<file path="src/design/lane_opbus_pkg.sv">
////////////////////
// Widths, queue depth, operation codes and bus owners of the lane operand bus
////////////////////

`default_nettype none

package lane_opbus_pkg;

  ////////////////////
  // Widths
  ////////////////////

  // One operand-bus word
  localparam int unsigned ELEN_W = 64;
  // One strobe bit per byte of a word
  localparam int unsigned STRB_W = ELEN_W / 8;

  // Matches the number of instructions in flight
  localparam int unsigned ORDER_DEPTH = 8;
  localparam int unsigned ORDER_CNT_W = 4;
  localparam int unsigned ORDER_PTR_W = $clog2(ORDER_DEPTH);

  typedef logic [ELEN_W-1:0] elen_t;
  typedef logic [STRB_W-1:0] strb_t;

  ////////////////////
  // Encodings
  ////////////////////

  // Operation codes seen by the lane
  typedef enum logic [2:0] {
    OP_OTHER     = 3'd0,
    OP_SLIDEUP   = 3'd1,
    OP_SLIDEDOWN = 3'd2,
    OP_IDX_LOAD  = 3'd3,
    OP_IDX_STORE = 3'd4,
    OP_RED_INT   = 3'd5,
    OP_RED_FP    = 3'd6
  } vfu_op_e;

  // Who drives the shared operand bus
  typedef enum logic [1:0] {
    OWN_SLIDE   = 2'd0,
    OWN_ADDRGEN = 2'd1,
    OWN_ALU_RED = 2'd2,
    OWN_FPU_RED = 2'd3
  } bus_owner_e;

endpackage : lane_opbus_pkg

`default_nettype wire

</file>
<file path="src/design/lane_opbus_top.sv">
////////////////////
// Lane operand-bus arbitration with the mask strobe spill register
////////////////////

`timescale 1ns/1ps
`default_nettype none

module lane_opbus_top
  import lane_opbus_pkg::*;
(
  input  logic    clk_i,
  input  logic    rst_n_i,
  input  logic    flush_i,
  // Operations from the sequencer
  input  logic    vfu_op_valid_i,
  input  vfu_op_e vfu_op_i,
  // Completion pulses
  input  logic    opq_cmd_pop_i,
  input  logic    alu_red_complete_i,
  input  logic    fpu_red_complete_i,
  // Operand queue stream
  input  elen_t   opq_operand_i,
  input  logic    opq_valid_i,
  output logic    opq_ready_o,
  // Reduction streams from the ALU and FPU
  input  elen_t   alu_red_data_i,
  input  logic    alu_red_valid_i,
  output logic    alu_red_gnt_o,
  input  elen_t   fpu_red_data_i,
  input  logic    fpu_red_valid_i,
  output logic    fpu_red_gnt_o,
  // Shared bus toward slide unit and address generator
  output elen_t   sldu_operand_o,
  output logic    sldu_operand_valid_o,
  input  logic    sldu_operand_ready_i,
  output logic    addrgen_operand_valid_o,
  input  logic    addrgen_operand_ready_i,
  // Slide unit back to the functional units
  input  logic    sldu_red_valid_i,
  output logic    alu_red_valid_o,
  output logic    fpu_red_valid_o,
  input  logic    sldu_result_gnt_opq_i,
  input  logic    alu_red_ready_i,
  input  logic    fpu_red_ready_i,
  output logic    sldu_result_gnt_o,
  // Mask strobes
  input  strb_t   mask_i,
  input  logic    mask_valid_i,
  output logic    mask_ready_o,
  output strb_t   mask_o,
  output logic    mask_valid_o,
  input  logic    mask_ready_i
);

  bus_owner_e head_owner;
  logic       head_valid;

  opbus_order_queue u_order_queue (
    .clk_i              (clk_i),
    .rst_n_i            (rst_n_i),
    .flush_i            (flush_i),
    .vfu_op_valid_i     (vfu_op_valid_i),
    .vfu_op_i           (vfu_op_i),
    .opq_cmd_pop_i      (opq_cmd_pop_i),
    .alu_red_complete_i (alu_red_complete_i),
    .fpu_red_complete_i (fpu_red_complete_i),
    .head_owner_o       (head_owner),
    .head_valid_o       (head_valid)
  );

  opbus_steer u_steer (
    .head_owner_i            (head_owner),
    .head_valid_i            (head_valid),
    .opq_operand_i           (opq_operand_i),
    .opq_valid_i             (opq_valid_i),
    .alu_red_data_i          (alu_red_data_i),
    .fpu_red_data_i          (fpu_red_data_i),
    .alu_red_valid_i         (alu_red_valid_i),
    .fpu_red_valid_i         (fpu_red_valid_i),
    .sldu_operand_ready_i    (sldu_operand_ready_i),
    .addrgen_operand_ready_i (addrgen_operand_ready_i),
    .sldu_red_valid_i        (sldu_red_valid_i),
    .sldu_result_gnt_opq_i   (sldu_result_gnt_opq_i),
    .alu_red_ready_i         (alu_red_ready_i),
    .fpu_red_ready_i         (fpu_red_ready_i),
    .opq_ready_o             (opq_ready_o),
    .alu_red_gnt_o           (alu_red_gnt_o),
    .fpu_red_gnt_o           (fpu_red_gnt_o),
    .sldu_operand_o          (sldu_operand_o),
    .sldu_operand_valid_o    (sldu_operand_valid_o),
    .addrgen_operand_valid_o (addrgen_operand_valid_o),
    .alu_red_valid_o         (alu_red_valid_o),
    .fpu_red_valid_o         (fpu_red_valid_o),
    .sldu_result_gnt_o       (sldu_result_gnt_o)
  );

  // Cuts the timing path on the mask ready
  mask_spill_reg u_mask_spill (
    .clk_i        (clk_i),
    .rst_n_i      (rst_n_i),
    .mask_i       (mask_i),
    .mask_valid_i (mask_valid_i),
    .mask_ready_i (mask_ready_i),
    .mask_ready_o (mask_ready_o),
    .mask_o       (mask_o),
    .mask_valid_o (mask_valid_o)
  );

endmodule : lane_opbus_top

`default_nettype wire

</file>
<file path="src/design/mask_spill_reg.sv">
////////////////////
// Two-entry spill register on the mask strobe stream
////////////////////

`timescale 1ns/1ps
`default_nettype none

module mask_spill_reg
  import lane_opbus_pkg::*;
(
  input  logic  clk_i,
  input  logic  rst_n_i,
  input  strb_t mask_i,
  input  logic  mask_valid_i,
  input  logic  mask_ready_i,
  output logic  mask_ready_o,
  output strb_t mask_o,
  output logic  mask_valid_o
);

  // Main slot takes new strobes, spill slot keeps the older one on a stall
  logic  main_full_q;
  strb_t main_data_q;
  logic  spill_full_q;
  strb_t spill_data_q;

  logic  main_fill;
  logic  main_drain;
  logic  spill_fill;
  logic  spill_drain;

  assign main_fill   = mask_valid_i & mask_ready_o;
  assign main_drain  = main_full_q & ~spill_full_q;
  assign spill_fill  = main_drain & ~mask_ready_i;
  assign spill_drain = spill_full_q & mask_ready_i;

  always_ff @(posedge clk_i) begin
    if (!rst_n_i) begin
      main_full_q  <= 1'b0;
      spill_full_q <= 1'b0;
    end else begin
      if (main_fill || main_drain) begin
        main_full_q <= main_fill;
      end
      if (spill_fill || spill_drain) begin
        spill_full_q <= spill_fill;
      end
    end
  end

  always_ff @(posedge clk_i) begin
    if (main_fill) begin
      main_data_q <= mask_i;
    end
    if (spill_fill) begin
      spill_data_q <= main_data_q;
    end
  end

  // Upstream ready depends on local state only
  assign mask_ready_o = ~main_full_q | ~spill_full_q;
  assign mask_valid_o = main_full_q | spill_full_q;
  // Spill slot holds the older strobe
  assign mask_o       = spill_full_q ? spill_data_q : main_data_q;

  // A stalled strobe stays offered and unchanged
  a_mask_stable: assert property (@(posedge clk_i) disable iff (!rst_n_i)
    (mask_valid_o && !mask_ready_i) |=> (mask_valid_o && $stable(mask_o)))
    else $error("mask spill: strobe changed while stalled");

endmodule : mask_spill_reg

`default_nettype wire

</file>
<file path="src/design/opbus_order_queue.sv">
////////////////////
// Order queue that keeps the operand-bus owners in instruction order
////////////////////

`timescale 1ns/1ps
`default_nettype none

module opbus_order_queue
  import lane_opbus_pkg::*;
(
  input  logic       clk_i,
  input  logic       rst_n_i,
  input  logic       flush_i,
  input  logic       vfu_op_valid_i,
  input  vfu_op_e    vfu_op_i,
  input  logic       opq_cmd_pop_i,
  input  logic       alu_red_complete_i,
  input  logic       fpu_red_complete_i,
  output bus_owner_e head_owner_o,
  output logic       head_valid_o
);

  typedef logic [ORDER_PTR_W-1:0] ptr_t;

  logic       op_valid_q;
  vfu_op_e    op_q;

  bus_owner_e push_owner;
  logic       push_req;
  logic       push;
  logic       pop;

  bus_owner_e             owner_mem [ORDER_DEPTH];
  ptr_t                   wr_ptr_q;
  ptr_t                   rd_ptr_q;
  logic [ORDER_CNT_W-1:0] count_q;
  logic                   empty;
  logic                   full;

  function automatic ptr_t ptr_inc(input ptr_t ptr);
    if (ptr == ptr_t'(ORDER_DEPTH - 1)) begin
      return '0;
    end
    return ptr + 1'b1;
  endfunction

  ////////////////////
  // Operation register
  ////////////////////

  // Cuts the path from the sequencer to the queue write
  always_ff @(posedge clk_i) begin
    if (!rst_n_i) begin
      op_valid_q <= 1'b0;
    end else begin
      op_valid_q <= vfu_op_valid_i;
    end
  end

  always_ff @(posedge clk_i) begin
    op_q <= vfu_op_i;
  end

  // Map the operation to its bus owner, OP_OTHER takes no entry
  always_comb begin
    push_owner = OWN_SLIDE;
    push_req   = 1'b1;
    case (op_q)
      OP_SLIDEUP, OP_SLIDEDOWN:   push_owner = OWN_SLIDE;
      OP_IDX_LOAD, OP_IDX_STORE:  push_owner = OWN_ADDRGEN;
      OP_RED_INT:                 push_owner = OWN_ALU_RED;
      OP_RED_FP:                  push_owner = OWN_FPU_RED;
      default:                    push_req   = 1'b0;
    endcase
  end

  // A push that meets a flush is dropped
  assign push = op_valid_q & push_req & ~flush_i;

  ////////////////////
  // Owner buffer
  ////////////////////

  assign empty        = (count_q == '0);
  assign full         = (count_q == ORDER_CNT_W'(ORDER_DEPTH));
  assign head_owner_o = owner_mem[rd_ptr_q];
  assign head_valid_o = ~empty;

  // Only the completion of the head's own unit retires it
  always_comb begin
    pop = 1'b0;
    if (!empty) begin
      case (head_owner_o)
        OWN_SLIDE, OWN_ADDRGEN: pop = opq_cmd_pop_i;
        OWN_ALU_RED:            pop = alu_red_complete_i;
        OWN_FPU_RED:            pop = fpu_red_complete_i;
        default:                pop = 1'b0;
      endcase
    end
  end

  always_ff @(posedge clk_i) begin
    if (push) begin
      owner_mem[wr_ptr_q] <= push_owner;
    end
  end

  always_ff @(posedge clk_i) begin
    if (!rst_n_i || flush_i) begin
      wr_ptr_q <= '0;
      rd_ptr_q <= '0;
      count_q  <= '0;
    end else begin
      if (push) begin
        wr_ptr_q <= ptr_inc(wr_ptr_q);
      end
      if (pop) begin
        rd_ptr_q <= ptr_inc(rd_ptr_q);
      end
      case ({push, pop})
        2'b10:   count_q <= count_q + 1'b1;
        2'b01:   count_q <= count_q - 1'b1;
        default: count_q <= count_q;
      endcase
    end
  end

  ////////////////////
  // Assertions
  ////////////////////

  // More than ORDER_DEPTH instructions in flight would overwrite the oldest owner
  a_no_push_full: assert property (@(posedge clk_i) disable iff (!rst_n_i)
    push |-> (!full || pop))
    else $error("order queue: push while full");

  // A retired owner must lie between the read and write pointers
  a_no_pop_empty: assert property (@(posedge clk_i) disable iff (!rst_n_i)
    pop |-> ((wr_ptr_q != rd_ptr_q) || full))
    else $error("order queue: pop while empty");

endmodule : opbus_order_queue

`default_nettype wire

</file>
<file path="src/design/opbus_steer.sv">
////////////////////
// Steering of the shared operand bus by the head of the order queue
////////////////////

`timescale 1ns/1ps
`default_nettype none

module opbus_steer
  import lane_opbus_pkg::*;
(
  input  bus_owner_e head_owner_i,
  input  logic       head_valid_i,
  input  elen_t      opq_operand_i,
  input  logic       opq_valid_i,
  input  elen_t      alu_red_data_i,
  input  elen_t      fpu_red_data_i,
  input  logic       alu_red_valid_i,
  input  logic       fpu_red_valid_i,
  input  logic       sldu_operand_ready_i,
  input  logic       addrgen_operand_ready_i,
  input  logic       sldu_red_valid_i,
  input  logic       sldu_result_gnt_opq_i,
  input  logic       alu_red_ready_i,
  input  logic       fpu_red_ready_i,
  output logic       opq_ready_o,
  output logic       alu_red_gnt_o,
  output logic       fpu_red_gnt_o,
  output elen_t      sldu_operand_o,
  output logic       sldu_operand_valid_o,
  output logic       addrgen_operand_valid_o,
  output logic       alu_red_valid_o,
  output logic       fpu_red_valid_o,
  output logic       sldu_result_gnt_o
);

  // Owner decode, all low while the queue is empty
  logic sel_slide;
  logic sel_addrgen;
  logic sel_alu;
  logic sel_fpu;

  assign sel_slide   = head_valid_i & (head_owner_i == OWN_SLIDE);
  assign sel_addrgen = head_valid_i & (head_owner_i == OWN_ADDRGEN);
  assign sel_alu     = head_valid_i & (head_owner_i == OWN_ALU_RED);
  assign sel_fpu     = head_valid_i & (head_owner_i == OWN_FPU_RED);

  ////////////////////
  // Bus source mux
  ////////////////////

  // Slides and indexed accesses share the operand-queue word
  always_comb begin
    sldu_operand_o = '0;
    if (sel_slide || sel_addrgen) begin
      sldu_operand_o = opq_operand_i;
    end else if (sel_alu) begin
      sldu_operand_o = alu_red_data_i;
    end else if (sel_fpu) begin
      sldu_operand_o = fpu_red_data_i;
    end
  end

  // Slide unit sees the operand queue or a reduction source
  assign sldu_operand_valid_o = (sel_slide & opq_valid_i)
                              | (sel_alu & alu_red_valid_i)
                              | (sel_fpu & fpu_red_valid_i);

  // Ready goes back only to the selected source
  assign alu_red_gnt_o = sel_alu & sldu_operand_ready_i;
  assign fpu_red_gnt_o = sel_fpu & sldu_operand_ready_i;

  ////////////////////
  // Operand queue split
  ////////////////////

  assign addrgen_operand_valid_o = sel_addrgen & opq_valid_i;

  always_comb begin
    opq_ready_o = 1'b0;
    if (sel_slide) begin
      opq_ready_o = sldu_operand_ready_i;
    end else if (sel_addrgen) begin
      opq_ready_o = addrgen_operand_ready_i;
    end
  end

  ////////////////////
  // Reduction return
  ////////////////////

  // Slide unit talks straight to the reducing unit
  assign alu_red_valid_o = sel_alu & sldu_red_valid_i;
  assign fpu_red_valid_o = sel_fpu & sldu_red_valid_i;

  always_comb begin
    sldu_result_gnt_o = 1'b0;
    if (sel_slide) begin
      sldu_result_gnt_o = sldu_result_gnt_opq_i;
    end else if (sel_alu) begin
      sldu_result_gnt_o = alu_red_ready_i;
    end else if (sel_fpu) begin
      sldu_result_gnt_o = fpu_red_ready_i;
    end
  end

endmodule : opbus_steer

`default_nettype wire

</file>
<file path="config.mk">
export PLATFORM = sky130hd
export DESIGN_NAME = lane_opbus_top
export DESIGN_NICKNAME = d
export VERILOG_FILES = /design/src/design/lane_opbus_pkg.sv /design/src/design/lane_opbus_top.sv /design/src/design/mask_spill_reg.sv /design/src/design/opbus_order_queue.sv /design/src/design/opbus_steer.sv
export SDC_FILE = /design/constraint.sdc
export NUM_CORES = 1
export LEC_CHECK = 0
export ABC_AREA = 1
export CORE_AREA = 2 2 117 119
export CTS_CLUSTER_DIAMETER = 50
export DETAILED_ROUTE_END_ITERATION = 6
export DIE_AREA = 0 0 119 121
export DONT_BUFFER_PORTS = 1
export HOLD_SLACK_MARGIN = 0.12
export PLACE_DENSITY = 0.49
export SLEW_MARGIN = 20
export SYNTH_ARGS = -nofsm -noshare
export SYNTH_HDL_FRONTEND = slang
export SYNTH_SLANG_ARGS = --single-unit
</file>
<file path="constraint.sdc">
create_clock -name clk_i -period 6.7 [get_ports clk_i]
set_input_delay 1.34 -clock clk_i [delete_from_list [all_inputs] [get_ports clk_i]]
set_output_delay 1.34 -clock clk_i [all_outputs]
set_load 0.05 [all_outputs]
</file>
==> run_results.csv, run 1 <==
group,metric,value,unit
yosys,synth_compound_area_share,3.71,%
pwr,leakage,1.63,nW
yosys,synthXorXnorAreaFrac,0.494,%
layout,final_common_cell,"nand2_1",
critical_path,critPathLaunchType,"flop",
sta,drv_slew,0,
floorplan,die_x,119,µm
sta,finalSetupViolCount,0,
clock_network,cts_made_buffers,5,
clock_network,cts_num_sinks,51,
critical_path,cp.required,5360,ps
clock_network,cts_max_level,2,
critical_path,endpoint_kind,"output port",
yosys,syn_inst,546,
floorplan,rows,42,
yosys,syn_area_per_cell,6.49,µm²
clock_network,cts_root_buf,"clkbuf_16",
critical_path,worst_ep_arrival_time,3050,ps
pwr,p_sw_share,42.5,%
layout,layout.nets,763,
pwr,p_per_area,240,nW/µm²
status,outcome,"finished, final reports clean",
yosys,synth_fa_ha_area_share,2.47,%
floorplan,start_util,27.1,%
yosys,syn-num-nets,774,
sta,rsz0062_at_grt,"false",
sta,setup_tns,0,ps
critical_path,timing_worst_setup_path_type,"reg2out",
placement,pre_cts_slack,2600,ps
clock_network,insertion_delay,290,ps
placement,portBuffers,0,
global_routing,grt_overflow_total,0,
yosys,synthMuxAreaShare,0,%
pwr,intPower,0.525,mW
placement,gp_congestion,0.954,
global_routing,grt_max_degree,68,
route,ant_nets,0,
hold_path,hold_path_class,"reg2reg",
global_routing,first_global_vias,3311,
yosys,synth-main-ff-cell,"edfxtp_1",
run,maxCapViolCount,0,
clock_network,cts_buffer_depth,2,
global_routing,antenna_found_initial,3,
pwr,p_comb_share,33.3,%
clock_network,clkTransAtPathRegs,70,ps
layout,layout_common_cells,"264 x nand2_1, 83 x nand3_1, 49 x inv_1, 32 x edfxtp_1, 28 x nor2_1",
layout,n_antenna_cell,0,
route,drt_iter0_drc,217,
yosys,synth_cell_type_count,28,
sta,period_needed,4390,ps
floorplan,chipHeight,121,µm
hold_path,hold_depth,0,
yosys,seq_area_frac_synth,37.9,%
yosys,synthesis.area,3540,µm²
route,drc,0,
sta,timing.final.crit_share,65.6,%
pwr,peakVddDrop,181,µV
layout,nFillCells,1465,
sta,setup_ws,2310,ps
sta,relSlewSlack,24.0,%
clock_network,cts_resized,0,
sta,finalHoldViolCount,0,
yosys,synth_warnings,0,
yosys,synth-seq-cells,51,
pwr,power_frac_clock,28.3,%
critical_path,crit_fanout,61,
route,dr.pass1.iters,5,
placement,post-dp-hpwl,11.5,mm
clock_network,tritoncts,"done",
floorplan,dieArea,14400,µm²
route,routed_wl,13.4,mm
floorplan,core_area,13100,µm²
yosys,synth_edf_count,32,
clock_network,cts_hold_buf,0,
floorplan,io_pins,303,
yosys,async_reset_ff_share,0,%
yosys,synth_top_family_by_area,"simple AND/OR/NAND/NOR gates",
yosys,synthSimpleGateAreaFrac,45.4,%
layout,syn2layout_area_growth,7.17,%
pwr,p_seq_share,38.4,%
clock_network,cts_setup_buffers,0,
global_routing,grt_usage,17.0,%
sta,tightestPinTransition,1160,ps
layout,final_layout_size_suffix_gt1_share,3.54,%
pwr,p_switching,0.388,mW
sta,finClkSkew,7.24,ps
route,avgRoutedWirePerCell,18.8,µm
route,viasPerCell,5.02,
sta,max_freq,0.228,GHz
route,vias,3577,
critical_path,worstRegToRegCells,16,
global_routing,grt_pass1_wl,18.5,mm
[power by group through the flow]
| stage | Sequential, mW | Clock, mW | Combinational, mW |
|---|---|---|---|
| finish | 0.351 | 0.258 | 0.304 |
| global route | 0.352 | 0.277 | 0.321 |
| CTS | 0.351 | 0.265 | 0.305 |
| detailed placement | 0.358 | 0 | 0.305 |
| global placement | 0.357 | 0 | 0.301 |
| floorplan | 0.355 | 0 | 0.268 |
[state kept, by name, summed over array words and instances, names as in the netlist, named ones only]
name and count:
u_mask_spill.main_data_q 8, u_order_queue.rd_ptr_q 3, u_order_queue.count_q 4, u_mask_spill.main_full_q 1, u_mask_spill.spill_data_q 8, u_mask_spill.spill_full_q 1
u_order_queue.op_valid_q 1, u_order_queue.wr_ptr_q 3, u_order_queue.owner_mem 16, u_order_queue.op_q 3
[cells in the mapped netlist (all sizes together), types with 2 or more instances]
master | count | area (µm²)
a21oi | 12 | 60.1
inv | 51 | 194
edfxtp | 32 | 961
buf | 21 | 154
nand2 | 265 | 997
nand3 | 83 | 415
nand4 | 6 | 37.5
dfxtp | 19 | 380
ha | 7 | 87.6
a211oi | 2 | 15.0
nor3 | 4 | 42.5
nor2 | 29 | 111
o21ai | 7 | 35.0
[path summary, 6_finish.rpt]
path / startpoint / slack, ps / end
worst max-delay path: flop / 2310 / fpu_red_gnt_o
worst min-delay path: u_mask_spill.main_data_q[3] / 450 / u_mask_spill.spill_data_q[3]
worst max register to register: flop / 3850 / u_order_queue.count_q[2]
worst min register to register: u_mask_spill.main_data_q[3] / 450 / u_mask_spill.spill_data_q[3]
[critical path, cell delays in order, from the launching register on]
cell     delay (ps)
dfxtp_1         520
inv_4            90
nand2_1          70
nand3_1          90
nand3_1         110
nand2_2         130
nor3_4          330
buf_4           540
inv_1           120
nor2_1          750
[metrics by stage]
stage	hold slack [ps]	area, µm²	cells	total power [mW]	util [%]
after floorplan	427	3540	546	0.623	-
after global placement	431	3630	703	0.659	27.8
after detailed placement	434	3640	704	0.663	27.9
after CTS	452	3800	712	0.922	29.0
after global routing	472	3800	712	0.950	29.0
final	450	3800	712	0.913	29.0
[cell families (layout without fill, tap and decap cells)]
kind of cell,count (synthesis),after routing
simple gates,388,388
buf+inv,74,64
flops,51,51
compound gates,24,24
fa+ha+maj,7,7
xor+xnor,2,2
[area by class of cell]
cell class,count,area (µm²),area share [%]
clock buffers,5,125,3.29
clock inverters,3,27.5,0.725
inverters,52,198,5.21
multi-input cells,421,1850,48.8
flip-flops and latches,51,1340,35.3
well taps,176,220,5.80
repair buffers,4,33.8,0.890
[metal layers]
layer,vias to the layer above,global-route usage [%],share of wire (%)
met5,-,0,0.33
met2,212,25.8,45
li1,1713,-,-
met3,26,10.1,15
met4,6,6.70,3.3
met1,1620,19.6,37
No activity file was read; power rests on OpenSTA's default activity.
==> run 2: changes to the inputs <==
==> constraint.sdc (replaced) <==
create_clock -name clk_i -period 4.6 [get_ports clk_i]
set_input_delay 0.92 -clock clk_i [delete_from_list [all_inputs] [get_ports clk_i]]
set_output_delay 0.92 -clock clk_i [all_outputs]
set_load 0.05 [all_outputs]
==> run 2 against run 1 <==
Net effect:
- final cell count grew 0.84%
- largest power group unchanged
- sequential power grew 46%
- setup slack got worse by 1400 ps
- via count rose by 4.4%
- critical path type unchanged
- global-route usage increased by 2.0 points
- combinational power up 46%
- non-clock buffer count up 5
- wire length is 10% higher
- critical endpoint is now sldu_operand_o[17]
- register-to-register slack lost 2100 ps
- clock power increased by 49%
- core utilization grew 0.55 points
- worst hold slack better by 5.0 ps
==> run_results.csv, run 2 (synthesis results as in run 1) <==
group,metric,value,unit
status,outcome,"finished, final reports clean",
critical_path,worst_ep_arrival_time,2760,ps
floorplan,die_x,119,µm
sta,max_freq,0.272,GHz
critical_path,r2r_slack,1790,ps
clock_network,cts_root_buf,"clkbuf_16",
layout,top_regs,"u_order_queue.owner_mem x16, u_mask_spill.main_data_q x8, u_mask_spill.spill_data_q x8",
sta,rsz0062_at_grt,"false",
critical_path,critPathLaunchType,"flop",
global_routing,grt_max_degree,66,
pwr,p_total,1.34,mW
placement,pre_cts_slack,1260,ps
placement,gp_congestion,0.937,
floorplan,io_pins,303,
global_routing,antenna_found_initial,3,
layout,layout_common_cells,"264 x nand2_1, 83 x nand3_1, 49 x inv_1, 32 x edfxtp_1, 28 x nor2_1",
placement,portBuffers,0,
floorplan,core_area,13100,µm²
route,vias,3734,
critical_path,endpoint_kind,"output port",
critical_path,critPathMaxStageDelay,560,ps
critical_path,crit_chain,"inv_4 -> nand2_1 -> nand3_1 -> nand3_1 -> nand2_2 -> nor3_4 -> buf_4 -> nand2_1 -> nand3_1",
pwr,p_per_area,346,nW/µm²
critical_path,cp-endpoint,"sldu_operand_o[17]",
clock_network,clkTransAtPathRegs,70,ps
route,viasPerCell,5.20,
clock_network,tritoncts,"done",
global_routing,grt_overflow_total,0,
clock_network,cts_num_sinks,51,
layout,layout.nets,768,
layout,final_layout_size_suffix_gt1_share,4.44,%
critical_path,timing_worst_setup_path_type,"reg2out",
clock_network,insertion_delay,290,ps
sta,relSlewSlack,25.3,%
layout,regMostFlops,"u_order_queue.owner_mem",
layout,fin_area,3870,µm²
critical_path,worstRegToRegCells,16,
global_routing,grt_pass1_wl,20.2,mm
critical_path,crit_family,"simple AND/OR/NAND/NOR gates",
layout,postLayoutCoreUtil,29.6,%
clock_network,cts_hold_buf,0,
route,drc,0,
layout,syn2layout_area_growth,9.18,%
pwr,leakage,1.67,nW
critical_path,slowest_stage,"buf_4",
critical_path,critPathBufInv,2,
clock_network,cts_made_buffers,5,
sta,finalSetupViolCount,0,
sta,finClkSkew,6.26,ps
floorplan,start_util,27.1,%
sta,setup_ws,917,ps
sta,setup_tns,0,ps
sta,tightestPinTransition,1120,ps
sta,timing.final.crit_share,80.1,%
global_routing,grt_usage,19.0,%
sta,finalHoldViolCount,0,
placement,post-dp-hpwl,12.6,mm
critical_path,cp.required,3680,ps
critical_path,crit_fanout,65,
clock_network,cts_buffer_depth,2,
global_routing,first_global_vias,3195,
route,drt_iter0_drc,311,
route,avgRoutedWirePerCell,20.6,µm
clock_network,cts_max_level,2,
floorplan,chipHeight,121,µm
clock_network,cts_resized,0,
floorplan,dieArea,14400,µm²
route,ant_nets,0,
pwr,peakVddDrop,208,µV
clock_network,cts_setup_buffers,0,
sta,drv_slew,0,
placement,place_area,3710,µm²
layout,largest_reg_flops,16,
layout,final_common_cell,"nand2_1",
route,dr.pass1.iters,5,
run,maxCapViolCount,0,
critical_path,cpMostUsedCell,"nand3_1",
floorplan,rows,42,
critical_path,crit_cells,9,
route,routed_wl,14.8,mm
hold_path,hold_path_class,"reg2reg",
sta,period_needed,3680,ps
critical_path,worstReg2RegEnd,"u_order_queue.count_q[2]",
## run 2: cell types whose count changed in the layout (fill, tap and decap cells not counted)
cell / delta
buf_4: +3
inv_6: +1
clkinv_8: +1
inv_8: -1
buf_12: +2
clkinvlp_4: -1
diode_2: +1
## run 2: worst reg2reg max path, cell delays in order, from the launching register on
cell	delay [ps]
dfxtp_1	500
inv_4	90
nand2_1	70
nand3_1	90
nand3_1	100
nand2_1	150
nand3_1	190
nand2_1	70
nor2_1	310
ha_1	290
nor2_1	60
nor2_1	180
ha_1	180
a21oi_1	50
xor2_1	160
o21ai_0	170
inv_1	50
## run 2: worst min path at each step
stage / startpoint / to / slack (ps) / cells past startpoint
after floorplan: u_mask_spill.main_data_q[0] / u_mask_spill.spill_data_q[0] / 430 / 0
after global placement: u_mask_spill.main_data_q[5] / u_mask_spill.spill_data_q[5] / 430 / 0
after detailed placement: u_mask_spill.main_data_q[0] / u_mask_spill.spill_data_q[0] / 440 / 0
after CTS: u_mask_spill.main_data_q[0] / u_mask_spill.spill_data_q[0] / 460 / 0
after global routing: u_mask_spill.main_data_q[6] / u_mask_spill.spill_data_q[6] / 470 / 0
final: u_mask_spill.main_data_q[2] / u_mask_spill.spill_data_q[2] / 450 / 0
## run 2: per-layer routing
| layer | routed length, µm | track usage [%] | vias to the layer above |
|---|---|---|---|
| li1 | - | - | 1731 |
| met1 | 6060 | 24.9 | 1736 |
| met2 | 6460 | 28.0 | 236 |
| met3 | 2060 | 9.73 | 27 |
| met4 | 180 | 3.57 | 4 |
| met5 | 23 | 0 | - |
## run 2: cell type report
| class | instances | area, µm² |
|---|---|---|
| Fill cell | 1424 | 9220 |
| Multi-Input combinational cell | 421 | 1850 |
| Sequential cell | 51 | 1340 |
| Tap cell | 176 | 220 |
| Inverter | 52 | 198 |
| Clock buffer | 5 | 125 |
| Timing Repair Buffer | 9 | 96.3 |
| Clock inverter | 3 | 33.8 |
| Antenna cell | 1 | 2.50 |
## run 2: where the power goes
group | leakage [nW] | switching [mW] | internal [mW]
Combinational | 1.14 | 0.383 | 0.0606
Clock | 0.0776 | 0.175 | 0.210
Sequential | 0.452 | 0.00964 | 0.501
Total | 1.67 | 0.567 | 0.772
## run 2: through the flow
step | hold slack [ps] | instances
after floorplan | 427 | 546
after global placement | 433 | 708
after detailed placement | 435 | 709
after CTS | 457 | 717
after global routing | 467 | 717
final | 455 | 718
